==> src/hw/dfpSqrtPkg.sv <==
// shared fields, constants and BCD helpers that every block of the decimal square-root unit imports
`default_nettype none

package dfpSqrtPkg;

	// ------------------------------------------------------------------
	// word format of sign, 7-bit biased exponent and six BCD digits
	// ------------------------------------------------------------------
	typedef struct packed {
		logic        sign;
		logic [6:0]  exp;
		logic [23:0] sig;
	} dfpWord;

	localparam logic [6:0] EXP_BIAS = 7'd63;
	// all ones marks infinity or NaN
	localparam logic [6:0] EXP_ONES = 7'd127;
	localparam int SIG_DIGITS = 6;
	localparam int RAD_DIGITS = 12;
	// invalid NaN significand, BCD 100000
	localparam logic [23:0] INVALID_SIG = 24'h100000;

	// lane count and latencies in cycles
	localparam int NUM_LANES = 4;
	localparam int LANE_LAT  = 61;
	localparam int TOTAL_LAT = 63;
	// four lanes at this spacing cover LANE_LAT + 1
	localparam int ISSUE_GAP = 16;

	typedef enum logic [2:0] {
		classFinite,
		classZero,
		classNan,
		classPosInf,
		classInvalid
	} sqrtClass;

	// ------------------------------------------------------------------
	// BCD arithmetic on 12-digit values
	// ------------------------------------------------------------------

	// digit order matches bit order, so valid BCD compares as plain binary
	function automatic logic bcdLess(input logic [4*RAD_DIGITS-1:0] a,
		input logic [4*RAD_DIGITS-1:0] b);
		return a < b;
	endfunction

	// digit-serial subtract with borrow; caller makes sure a >= b
	function automatic logic [4*RAD_DIGITS-1:0] bcdSub(input logic [4*RAD_DIGITS-1:0] a,
		input logic [4*RAD_DIGITS-1:0] b);
		logic [4*RAD_DIGITS-1:0] diff;
		logic [4:0] d;
		logic borrow;
		borrow = 1'b0;
		for (int i = 0; i < RAD_DIGITS; i++)
		begin
			d = {1'b0, a[4*i+:4]} - {1'b0, b[4*i+:4]} - {4'd0, borrow};
			// negative digit wraps, add ten back
			if (d[4])
			begin
				d = d + 5'd10;
				borrow = 1'b1;
			end
			else
				borrow = 1'b0;
			diff[4*i+:4] = d[3:0];
		end
		return diff;
	endfunction

	// trial subtrahend 20*q + 2j + 1 from the root so far q and the current digit j
	function automatic logic [4*RAD_DIGITS-1:0] bcdTimesTwentyPlus(
		input logic [4*SIG_DIGITS-1:0] q, input logic [3:0] j);
		logic [4*RAD_DIGITS-1:0] res;
		logic [4:0] d;
		logic [4:0] odd;
		logic carry;
		res = '0;
		carry = 1'b0;
		// double q digit by digit into the next digit up, which gives 20q
		for (int i = 0; i < SIG_DIGITS; i++)
		begin
			d = {q[4*i+:4], 1'b0} + {4'd0, carry};
			if (d >= 5'd10)
			begin
				d = d - 5'd10;
				carry = 1'b1;
			end
			else
				carry = 1'b0;
			res[4*(i+1)+:4] = d[3:0];
		end
		res[4*(SIG_DIGITS+1)+:4] = {3'b000, carry};
		odd = {j, 1'b0} + 5'd1;
		// tens digit of 20q is even, so a carry of one stops there
		if (odd >= 5'd10)
		begin
			res[3:0] = 4'(odd - 5'd10);
			res[7:4] = res[7:4] + 4'd1;
		end
		else
			res[3:0] = odd[3:0];
		return res;
	endfunction

endpackage

`default_nettype wire

==> src/hw/dfpSqrtCollect.sv <==
// drains the finishing lane and packs the registered result word of the square-root unit
`timescale 1ns/100ps
`default_nettype none

module dfpSqrtCollect (
	input  logic                             clk,
	input  logic                             rstN,
	input  logic [dfpSqrtPkg::NUM_LANES-1:0] laneDone,
	input  logic [23:0]                      laneRoot [dfpSqrtPkg::NUM_LANES],
	input  logic [6:0]                       laneExp [dfpSqrtPkg::NUM_LANES],
	input  dfpSqrtPkg::sqrtClass             laneClass [dfpSqrtPkg::NUM_LANES],
	output logic                             outValid,
	output dfpSqrtPkg::dfpWord               outData
);
	import dfpSqrtPkg::*;

	logic [23:0] selRoot;
	logic [6:0] selExp;
	sqrtClass selClass;
	dfpWord packedWord;

	// ------------------------------------------------------------------
	// lane select with at most one done per cycle
	// ------------------------------------------------------------------
	always_comb
	begin
		selRoot = '0;
		selExp = '0;
		selClass = classFinite;
		for (int i = 0; i < NUM_LANES; i++)
		begin
			if (laneDone[i])
			begin
				selRoot = laneRoot[i];
				selExp = laneExp[i];
				selClass = laneClass[i];
			end
		end
	end

	// pack by class
	always_comb
	begin
		packedWord.sign = 1'b0;
		packedWord.exp = EXP_ONES;
		packedWord.sig = INVALID_SIG;
		case (selClass)
			classFinite:
			begin
				packedWord.exp = selExp;
				packedWord.sig = selRoot;
			end
			classZero:
			begin
				// original zero with its sign back in root bit 23
				packedWord.sign = selRoot[23];
				packedWord.exp = selExp;
				packedWord.sig = '0;
			end
			classNan:
			begin
				packedWord.sign = selExp[0];
				packedWord.sig = selRoot;
			end
			classPosInf:
				packedWord.sig = '0;
			default:
				packedWord.sig = INVALID_SIG;
		endcase
	end

	// ------------------------------------------------------------------
	// output register
	// ------------------------------------------------------------------
	always_ff @(posedge clk)
	begin
		if (!rstN)
			outValid <= 1'b0;
		else
			outValid <= |laneDone;
	end

	always_ff @(posedge clk)
	begin
		if (|laneDone)
			outData <= packedWord;
	end

	// one-hot starts and a fixed lane latency keep completions apart
	aDoneOneHot: assert property (@(posedge clk) disable iff (!rstN)
		$onehot0(laneDone));

endmodule

`default_nettype wire

==> src/hw/dfpSqrtDispatch.sv <==
// operand decode and round-robin lane issue for the decimal square-root unit
`timescale 1ns/100ps
`default_nettype none

module dfpSqrtDispatch (
	input  logic                               clk,
	input  logic                               rstN,
	input  logic                               inValid,
	input  dfpSqrtPkg::dfpWord                 inData,
	output logic [dfpSqrtPkg::NUM_LANES-1:0]   startLane,
	output logic [47:0]                        radicand,
	output logic [6:0]                         resExp,
	output dfpSqrtPkg::sqrtClass               resClass,
	input  logic [dfpSqrtPkg::NUM_LANES-1:0]   laneBusy
);
	import dfpSqrtPkg::*;

	// round-robin pointer over the lanes
	logic [$clog2(NUM_LANES)-1:0] ptr;

	// decoded values before the issue register
	sqrtClass nextClass;
	logic [47:0] nextRad;
	logic [6:0] nextExp;
	logic signed [8:0] expUnb;
	logic signed [8:0] expHalf;

	// ------------------------------------------------------------------
	// classify and build radicand / exponent
	// ------------------------------------------------------------------
	always_comb
	begin
		// unbiased exponent, then floor((e - 5) / 2) via arithmetic shift
		expUnb = $signed({2'b00, inData.exp}) - $signed({2'b00, EXP_BIAS});
		expHalf = (expUnb - 9'sd5) >>> 1;

		if (inData.exp == EXP_ONES)
		begin
			if (inData.sig != '0)
				nextClass = classNan;
			else if (inData.sign)
				nextClass = classInvalid;
			else
				nextClass = classPosInf;
		end
		else if (inData.sig == '0)
			nextClass = classZero;
		else if (inData.sign)
			nextClass = classInvalid;
		else
			nextClass = classFinite;

		nextRad = '0;
		nextExp = EXP_ONES;
		case (nextClass)
			classFinite:
			begin
				// even exponent shifts six digits, odd shifts five
				if (!expUnb[0])
					nextRad = {inData.sig, 24'h0};
				else
					nextRad = {4'h0, inData.sig, 20'h0};
				nextExp = expHalf[6:0] + EXP_BIAS;
			end
			classZero:
			begin
				// sign rides in the top radicand bit, exponent kept as is
				nextRad = {inData.sign, 47'h0};
				nextExp = inData.exp;
			end
			classNan:
			begin
				// payload in the low digits, sign in exponent bit 0
				nextRad = {24'h0, inData.sig};
				nextExp = {6'h00, inData.sign};
			end
			default:
			begin
				nextRad = '0;
				nextExp = EXP_ONES;
			end
		endcase
	end

	// ------------------------------------------------------------------
	// issue register
	// ------------------------------------------------------------------
	always_ff @(posedge clk)
	begin
		if (!rstN)
		begin
			startLane <= '0;
			ptr <= '0;
		end
		else
		begin
			startLane <= '0;
			if (inValid)
			begin
				startLane <= NUM_LANES'(1) << ptr;
				if (ptr == NUM_LANES - 1)
					ptr <= '0;
				else
					ptr <= ptr + 1'b1;
			end
		end
	end

	// shared lane inputs, sampled only on the lane's start strobe
	always_ff @(posedge clk)
	begin
		if (inValid)
		begin
			radicand <= nextRad;
			resExp <= nextExp;
			resClass <= nextClass;
		end
	end

	// issue spacing must leave the chosen lane idle
	aStartIdle: assert property (@(posedge clk) disable iff (!rstN)
		!(|(startLane & laneBusy)));

endmodule

`default_nettype wire

==> src/hw/dfpSqrtLane.sv <==
// one digit-by-digit decimal square-root engine with fixed latency, instanced per lane in the top
`timescale 1ns/100ps
`default_nettype none

module dfpSqrtLane (
	input  logic                 clk,
	input  logic                 rstN,
	input  logic                 start,
	input  logic [47:0]          radicand,
	input  logic [6:0]           resExp,
	input  dfpSqrtPkg::sqrtClass resClass,
	output logic                 busy,
	output logic                 done,
	output logic [23:0]          root,
	output logic [6:0]           rootExp,
	output dfpSqrtPkg::sqrtClass rootClass
);
	import dfpSqrtPkg::*;

	// control state
	logic running;
	logic [2:0] digitIdx;
	// step 0 brings down digits, steps 1..9 are trials
	logic [3:0] step;

	// datapath
	logic [47:0] radReg;
	logic [47:0] remReg;
	logic [23:0] rootReg;
	logic [6:0] expReg;
	sqrtClass classReg;

	logic [47:0] trial;
	logic [23:0] sideInfo;

	// subtrahend from the root so far and the digit being built
	assign trial = bcdTimesTwentyPlus({4'h0, rootReg[23:4]}, rootReg[3:0]);

	// non-finite results pass straight through; zero sign folded into bit 23
	assign sideInfo = radicand[23:0] | {radicand[47], 23'h0};

	// ------------------------------------------------------------------
	// sequencer stepping SIG_DIGITS phases of ten cycles
	// ------------------------------------------------------------------
	always_ff @(posedge clk)
	begin
		if (!rstN)
		begin
			running <= 1'b0;
			done <= 1'b0;
			digitIdx <= '0;
			step <= '0;
		end
		else
		begin
			done <= 1'b0;
			if (start)
			begin
				running <= 1'b1;
				digitIdx <= '0;
				step <= '0;
			end
			else if (running)
			begin
				if (step == 4'd9)
				begin
					step <= '0;
					if (digitIdx == SIG_DIGITS - 1)
					begin
						running <= 1'b0;
						done <= 1'b1;
					end
					else
						digitIdx <= digitIdx + 3'd1;
				end
				else
					step <= step + 4'd1;
			end
		end
	end

	// ------------------------------------------------------------------
	// recurrence datapath
	// ------------------------------------------------------------------
	always_ff @(posedge clk)
	begin
		if (start)
		begin
			radReg <= radicand;
			remReg <= '0;
			rootReg <= (resClass == classFinite) ? 24'h0 : sideInfo;
			expReg <= resExp;
			classReg <= resClass;
		end
		else if (running && classReg == classFinite)
		begin
			if (step == 4'd0)
			begin
				// bring down the next digit pair, open a new root digit
				remReg <= {remReg[39:0], radReg[47:40]};
				radReg <= {radReg[39:0], 8'h00};
				rootReg <= {rootReg[19:0], 4'h0};
			end
			else if (!bcdLess(remReg, trial))
			begin
				// low digit stays below ten, so a binary increment is safe
				remReg <= bcdSub(remReg, trial);
				rootReg <= rootReg + 24'd1;
			end
		end
	end

	// busy also covers the done cycle
	assign busy = running | done;
	assign root = rootReg;
	assign rootExp = expReg;
	assign rootClass = classReg;

	aNoStartBusy: assert property (@(posedge clk) disable iff (!rstN)
		start |-> !busy);

	// fixed latency, and done drops again after one cycle
	aDoneLat: assert property (@(posedge clk) disable iff (!rstN)
		start |-> ##LANE_LAT (done ##1 !done));

endmodule

`default_nettype wire

==> src/hw/dfpSqrtTop.sv <==
// top level of the multi-lane decimal square-root unit holding the dispatcher, lanes and collector
`timescale 1ns/100ps
`default_nettype none

module dfpSqrtTop (
	input  logic               clk,
	input  logic               rstN,
	input  logic               inValid,
	input  dfpSqrtPkg::dfpWord inData,
	output logic               outValid,
	output dfpSqrtPkg::dfpWord outData
);
	import dfpSqrtPkg::*;

	// dispatcher to lanes
	logic [NUM_LANES-1:0] startLane;
	logic [NUM_LANES-1:0] laneBusy;
	logic [47:0] radicand;
	logic [6:0] resExp;
	sqrtClass resClass;

	// lanes to collector
	logic [NUM_LANES-1:0] laneDone;
	logic [23:0] laneRoot [NUM_LANES];
	logic [6:0] laneExp [NUM_LANES];
	sqrtClass laneClass [NUM_LANES];

	dfpSqrtDispatch dfpSqrtDispatch_i (
		.clk(clk),
		.rstN(rstN),
		.inValid(inValid),
		.inData(inData),
		.startLane(startLane),
		.radicand(radicand),
		.resExp(resExp),
		.resClass(resClass),
		.laneBusy(laneBusy)
	);

	// ------------------------------------------------------------------
	// lanes share the dispatcher outputs, each with its own start
	// ------------------------------------------------------------------
	for (genvar i = 0; i < NUM_LANES; i++)
	begin : gLane
		dfpSqrtLane dfpSqrtLane_i (
			.clk(clk),
			.rstN(rstN),
			.start(startLane[i]),
			.radicand(radicand),
			.resExp(resExp),
			.resClass(resClass),
			.busy(laneBusy[i]),
			.done(laneDone[i]),
			.root(laneRoot[i]),
			.rootExp(laneExp[i]),
			.rootClass(laneClass[i])
		);
	end

	dfpSqrtCollect dfpSqrtCollect_i (
		.clk(clk),
		.rstN(rstN),
		.laneDone(laneDone),
		.laneRoot(laneRoot),
		.laneExp(laneExp),
		.laneClass(laneClass),
		.outValid(outValid),
		.outData(outData)
	);

endmodule

`default_nettype wire

==> config.mk <==
export PLATFORM = sky130hd
export DESIGN_NAME = dfpSqrtTop
export DESIGN_NICKNAME = d
export VERILOG_FILES = /design/src/hw/dfpSqrtPkg.sv /design/src/hw/dfpSqrtCollect.sv /design/src/hw/dfpSqrtDispatch.sv /design/src/hw/dfpSqrtLane.sv /design/src/hw/dfpSqrtTop.sv
export SDC_FILE = /design/constraint.sdc
export NUM_CORES = 2
export LEC_CHECK = 0
export BUFFER_PORTS_ARGS = -buffer_cell sky130_fd_sc_hd__buf_2
export CAP_MARGIN = 15
export CELL_PAD_IN_SITES_DETAIL_PLACEMENT = 1
export CELL_PAD_IN_SITES_GLOBAL_PLACEMENT = 2
export CORE_MARGIN = 3
export CORE_UTILIZATION = 35
export DETAILED_ROUTE_END_ITERATION = 6
export PLACE_DENSITY = 0.73
export SETUP_SLACK_MARGIN = 0.02
export SLEW_MARGIN = 5
export SYNTH_ARGS = -nofsm -noshare
export SYNTH_HDL_FRONTEND = slang
export SYNTH_SLANG_ARGS = --single-unit
==> constraint.sdc <==
create_clock -name clk -period 21 [get_ports clk]
set_clock_uncertainty 0.15 [all_clocks]
set_input_delay 4.2 -clock clk [delete_from_list [all_inputs] [get_ports clk]]
set_output_delay 4.2 -clock clk [all_outputs]
set_load 0.005 [all_outputs]
==> metrics.txt <==
most frequent standard cell in the layout excluding fill and tap cells sky130_fd_sc_hd__nor2_1; post-route clock period utilization 0.710; residual antenna-violating net count after detailed routing 0; max incr delay on CP 0.50 ns; number of DRC violations after detailed routing 0; worst-case reg-to-reg path depth 68; worst setup path endpoint gLane[3].dfpSqrtLane_i.remReg[47]; result of the run completed; Via-to-Cell Ratio 5.30; CTS Buf Count 83; total I/O pin count 68; post-synth net total 5181; number of vias after detailed routing 33700; CP Data Required Time 21.39 ns; number of antenna violations at the first check in global routing 10; sort of element at the start of the critical path flip-flop; reg2reg end gLane[3].dfpSqrtLane_i.remReg[47]; FF+latch count, synth 653; via count of the first global-routing pass 34300; die area 131000 um^2; global-route wire length before repair 209000 um; areal power density over the cells 81.8 nW/um^2; number of sinks handled by clock tree synthesis 653; Worst setup EP type flip-flop; Sequential cell area 17300 um^2; area used by multi-input combinational logic 24400 um^2; width of the chip 361 um; number of optimization iterations in the first detailed-route pass 7; sum of overflow across all layers after global routing 0; unique cell type count in the Yosys netlist 73; Post-Syn Instances 4711; peak fanout along the critical path 6; highest attainable clock frequency 67.1 MHz; synthesized area per cell 9.38 um^2; largest net degree at the start of global routing 80; final-stage net count 5111; post-route minimum period 14.90 ns; worst slew slack as a fraction of its limit 0.273; clock transition at the registers of the reported paths 0.06 ns; # port buffers 67; part of the Yosys area used for sequential elements 0.391; starting DRC count in detailed routing 2234; core box area 124000 um^2; gr usage total 0.205; FF-to-FF Start gLane[3].dfpSqrtLane_i.root[0]; HP Class flip-flop to flip-flop; RSZ-0062 raised after global routing false; final number of hold-violating endpoints 0; combined area of all synthesized cells 44200 um^2; TritonCTS clock tree done; reported leakage power 19.1 nW; cell type of the slowest stage on the worst timing path sky130_fd_sc_hd__fa_1; final-report max-slew violation count 0; Worst Setup Path Type flip-flop to flip-flop; number of max-cap violations 0; post_cts resized 0; placer's final routability congestion estimate 0.824; maximum count of clock buffers along a single path 3; Total Neg Setup Slack 0 ns; die outline height 361 um; average wire per standard cell 21.3 um; Finished Core Util 0.392; transition time of the tightest slew-check pin 1.09 ns; number of fill cells 14200; Clk Latency, worst-skew pair 0.70 ns; number of buffers inserted for hold repair after clock tree synthesis 0; count of flip-flops with a built-in enable after synthesis 418; CTS H-tree lvls 3; initial standard-cell utilization of the core 0.355; ratio of cells with drive above 1 in the final layout 0.0983; highest-count cells in the layout ignoring fill and taps sky130_fd_sc_hd__nor2_1, sky130_fd_sc_hd__edfxtp_1, sky130_fd_sc_hd__inv_1; final HPWL from detailed placement 94400 um; worst voltage drop across the vdd grid 0.0803 mV; Post-CTS Setup Bufs 0; Synth async-reset ratio 0; Worst EP arrival 15.29 ns; critical path startpoint gLane[3].dfpSqrtLane_i.root[0]; Final setup viols 0; Clk Tree Root Cell sky130_fd_sc_hd__clkbuf_16; area added between synthesis and finish 10.5%; floorplan row count 129; Post-Route WL 135000 um; reg-to-reg setup timing slack 6.10 ns; Syn. warnings 0; Top FF cell, synth sky130_fd_sc_hd__edfxtp_1
metrics by stage:
| step | worst slack [ns] | power, mW | std cells | area, um^2 | hold slack, ns |
|---|---|---|---|---|---|
| CTS | 5.97 | 4.05 | 6346 | 48800 | 0.356 |
| global placement | 6.38 | 2.48 | 6193 | 45900 | 0.330 |
| detailed placement | 6.03 | 2.51 | 6193 | 45900 | 0.348 |
| finish | 6.10 | 3.99 | 6347 | 48800 | 0.354 |
| floorplan | 7.59 | 2.25 | 4711 | 44200 | 0.309 |
| global route | 4.76 | 4.24 | 6346 | 48800 | 0.380 |
cell usage after synthesis (41+ instances only):
cell,count,share of area
sky130_fd_sc_hd__edfxtp_1,418,0.28
sky130_fd_sc_hd__o21ai_0,301,0.034
sky130_fd_sc_hd__a211oi_1,43,0.0073
sky130_fd_sc_hd__dfxtp_1,235,0.11
sky130_fd_sc_hd__ha_1,387,0.11
sky130_fd_sc_hd__inv_1,415,0.035
sky130_fd_sc_hd__fa_1,48,0.022
sky130_fd_sc_hd__o31ai_1,45,0.0076
sky130_fd_sc_hd__and2_1,66,0.0093
sky130_fd_sc_hd__nand2_1,360,0.031
sky130_fd_sc_hd__nor2_1,454,0.039
sky130_fd_sc_hd__nor3_1,46,0.0052
sky130_fd_sc_hd__mux2i_1,195,0.044
sky130_fd_sc_hd__a21oi_1,250,0.028
sky130_fd_sc_hd__xor2_1,50,0.0099
sky130_fd_sc_hd__xnor2_1,245,0.049
sky130_fd_sc_hd__nand2b_1,64,0.0091
sky130_fd_sc_hd__nand4_1,41,0.0058
sky130_fd_sc_hd__nand3_1,143,0.016
sky130_fd_sc_hd__mux2_2,168,0.043
sky130_fd_sc_hd__nor2b_1,65,0.0092
sky130_fd_sc_hd__clkbuf_1,201,0.017
cell type report:
cell class,count,area share
sequential,653,0.354
timing repair buffer,109,0.0133
clock inverter,50,0.0129
antenna,1,0.0000513
inverter,416,0.0320
multi-input combinational,3378,0.500
tap,1637,0.0420
clock buffer,103,0.0461
worst min path at each step:
stage                     slack (ns)  depth (start not counted)                                from                           endpoint
after floorplan                 0.31                          0         dfpSqrtDispatch_i.resExp[0]  gLane[0].dfpSqrtLane_i.rootExp[0]
final                           0.35                          2  gLane[1].dfpSqrtLane_i.digitIdx[2]        gLane[1].dfpSqrtLane_i.done
after detailed placement        0.35                          2  gLane[1].dfpSqrtLane_i.digitIdx[2]        gLane[1].dfpSqrtLane_i.done
after global placement          0.33                          0         dfpSqrtDispatch_i.resExp[5]  gLane[1].dfpSqrtLane_i.rootExp[5]
after CTS                       0.36                          2  gLane[0].dfpSqrtLane_i.digitIdx[2]        gLane[0].dfpSqrtLane_i.done
after global routing            0.38                          2  gLane[1].dfpSqrtLane_i.digitIdx[2]        gLane[1].dfpSqrtLane_i.done
where the power goes:
part           internal [mW]  total [mW]  leakage (nW)  switching (mW)
registers               1.44        1.55          5.83           0.113
logic                  0.421       0.929          11.8           0.508
clock network          0.884        1.52          1.39           0.633
total                   2.74        3.99          19.1            1.25
flip-flops by register name (all words and copies together) (netlist names), 16 cells and up:
| signal | flops |
|---|---|
| gLane.dfpSqrtLane_i.root | 96 |
| dfpSqrtCollect_i.outData | 32 |
| gLane.dfpSqrtLane_i.step | 16 |
| gLane.dfpSqrtLane_i.rootExp | 28 |
| gLane.dfpSqrtLane_i.remReg | 192 |
| gLane.dfpSqrtLane_i.radReg | 192 |
| dfpSqrtDispatch_i.radicand | 48 |
layer usage:
layer,part of all wire,wire length (um),track usage
met5,0,0,0
met4,0.027,3670,0.0555
met3,0.043,5880,0.0326
met2,0.46,62100,0.332
met1,0.47,63600,0.285
logic make-up after synthesis:
group | count (synthesis) | share of synthesized area
AND/OR/NAND/NOR | 1383 | 0.147
AO/OA/AOI/OAI | 901 | 0.125
buffers and inverters | 680 | 0.0596
flip-flops | 653 | 0.391
adder cells (fa/ha/maj) | 435 | 0.131
multiplexers | 364 | 0.0873
XOR/XNOR | 295 | 0.0585
critical path: cells and delay by family (launching register included):
kind | cells | cell delay, ns
adders and majority gates | 24 | 7.03
and+or+nand+nor | 19 | 2.53
xor gates and xnor gates | 6 | 2.08
AOI/OAI and AO/OA | 10 | 1.68
buffers and inverters | 8 | 0.63
DFF | 1 | 0.48
muxes | 1 | 0.17
(Power assumes the default switching activity.)
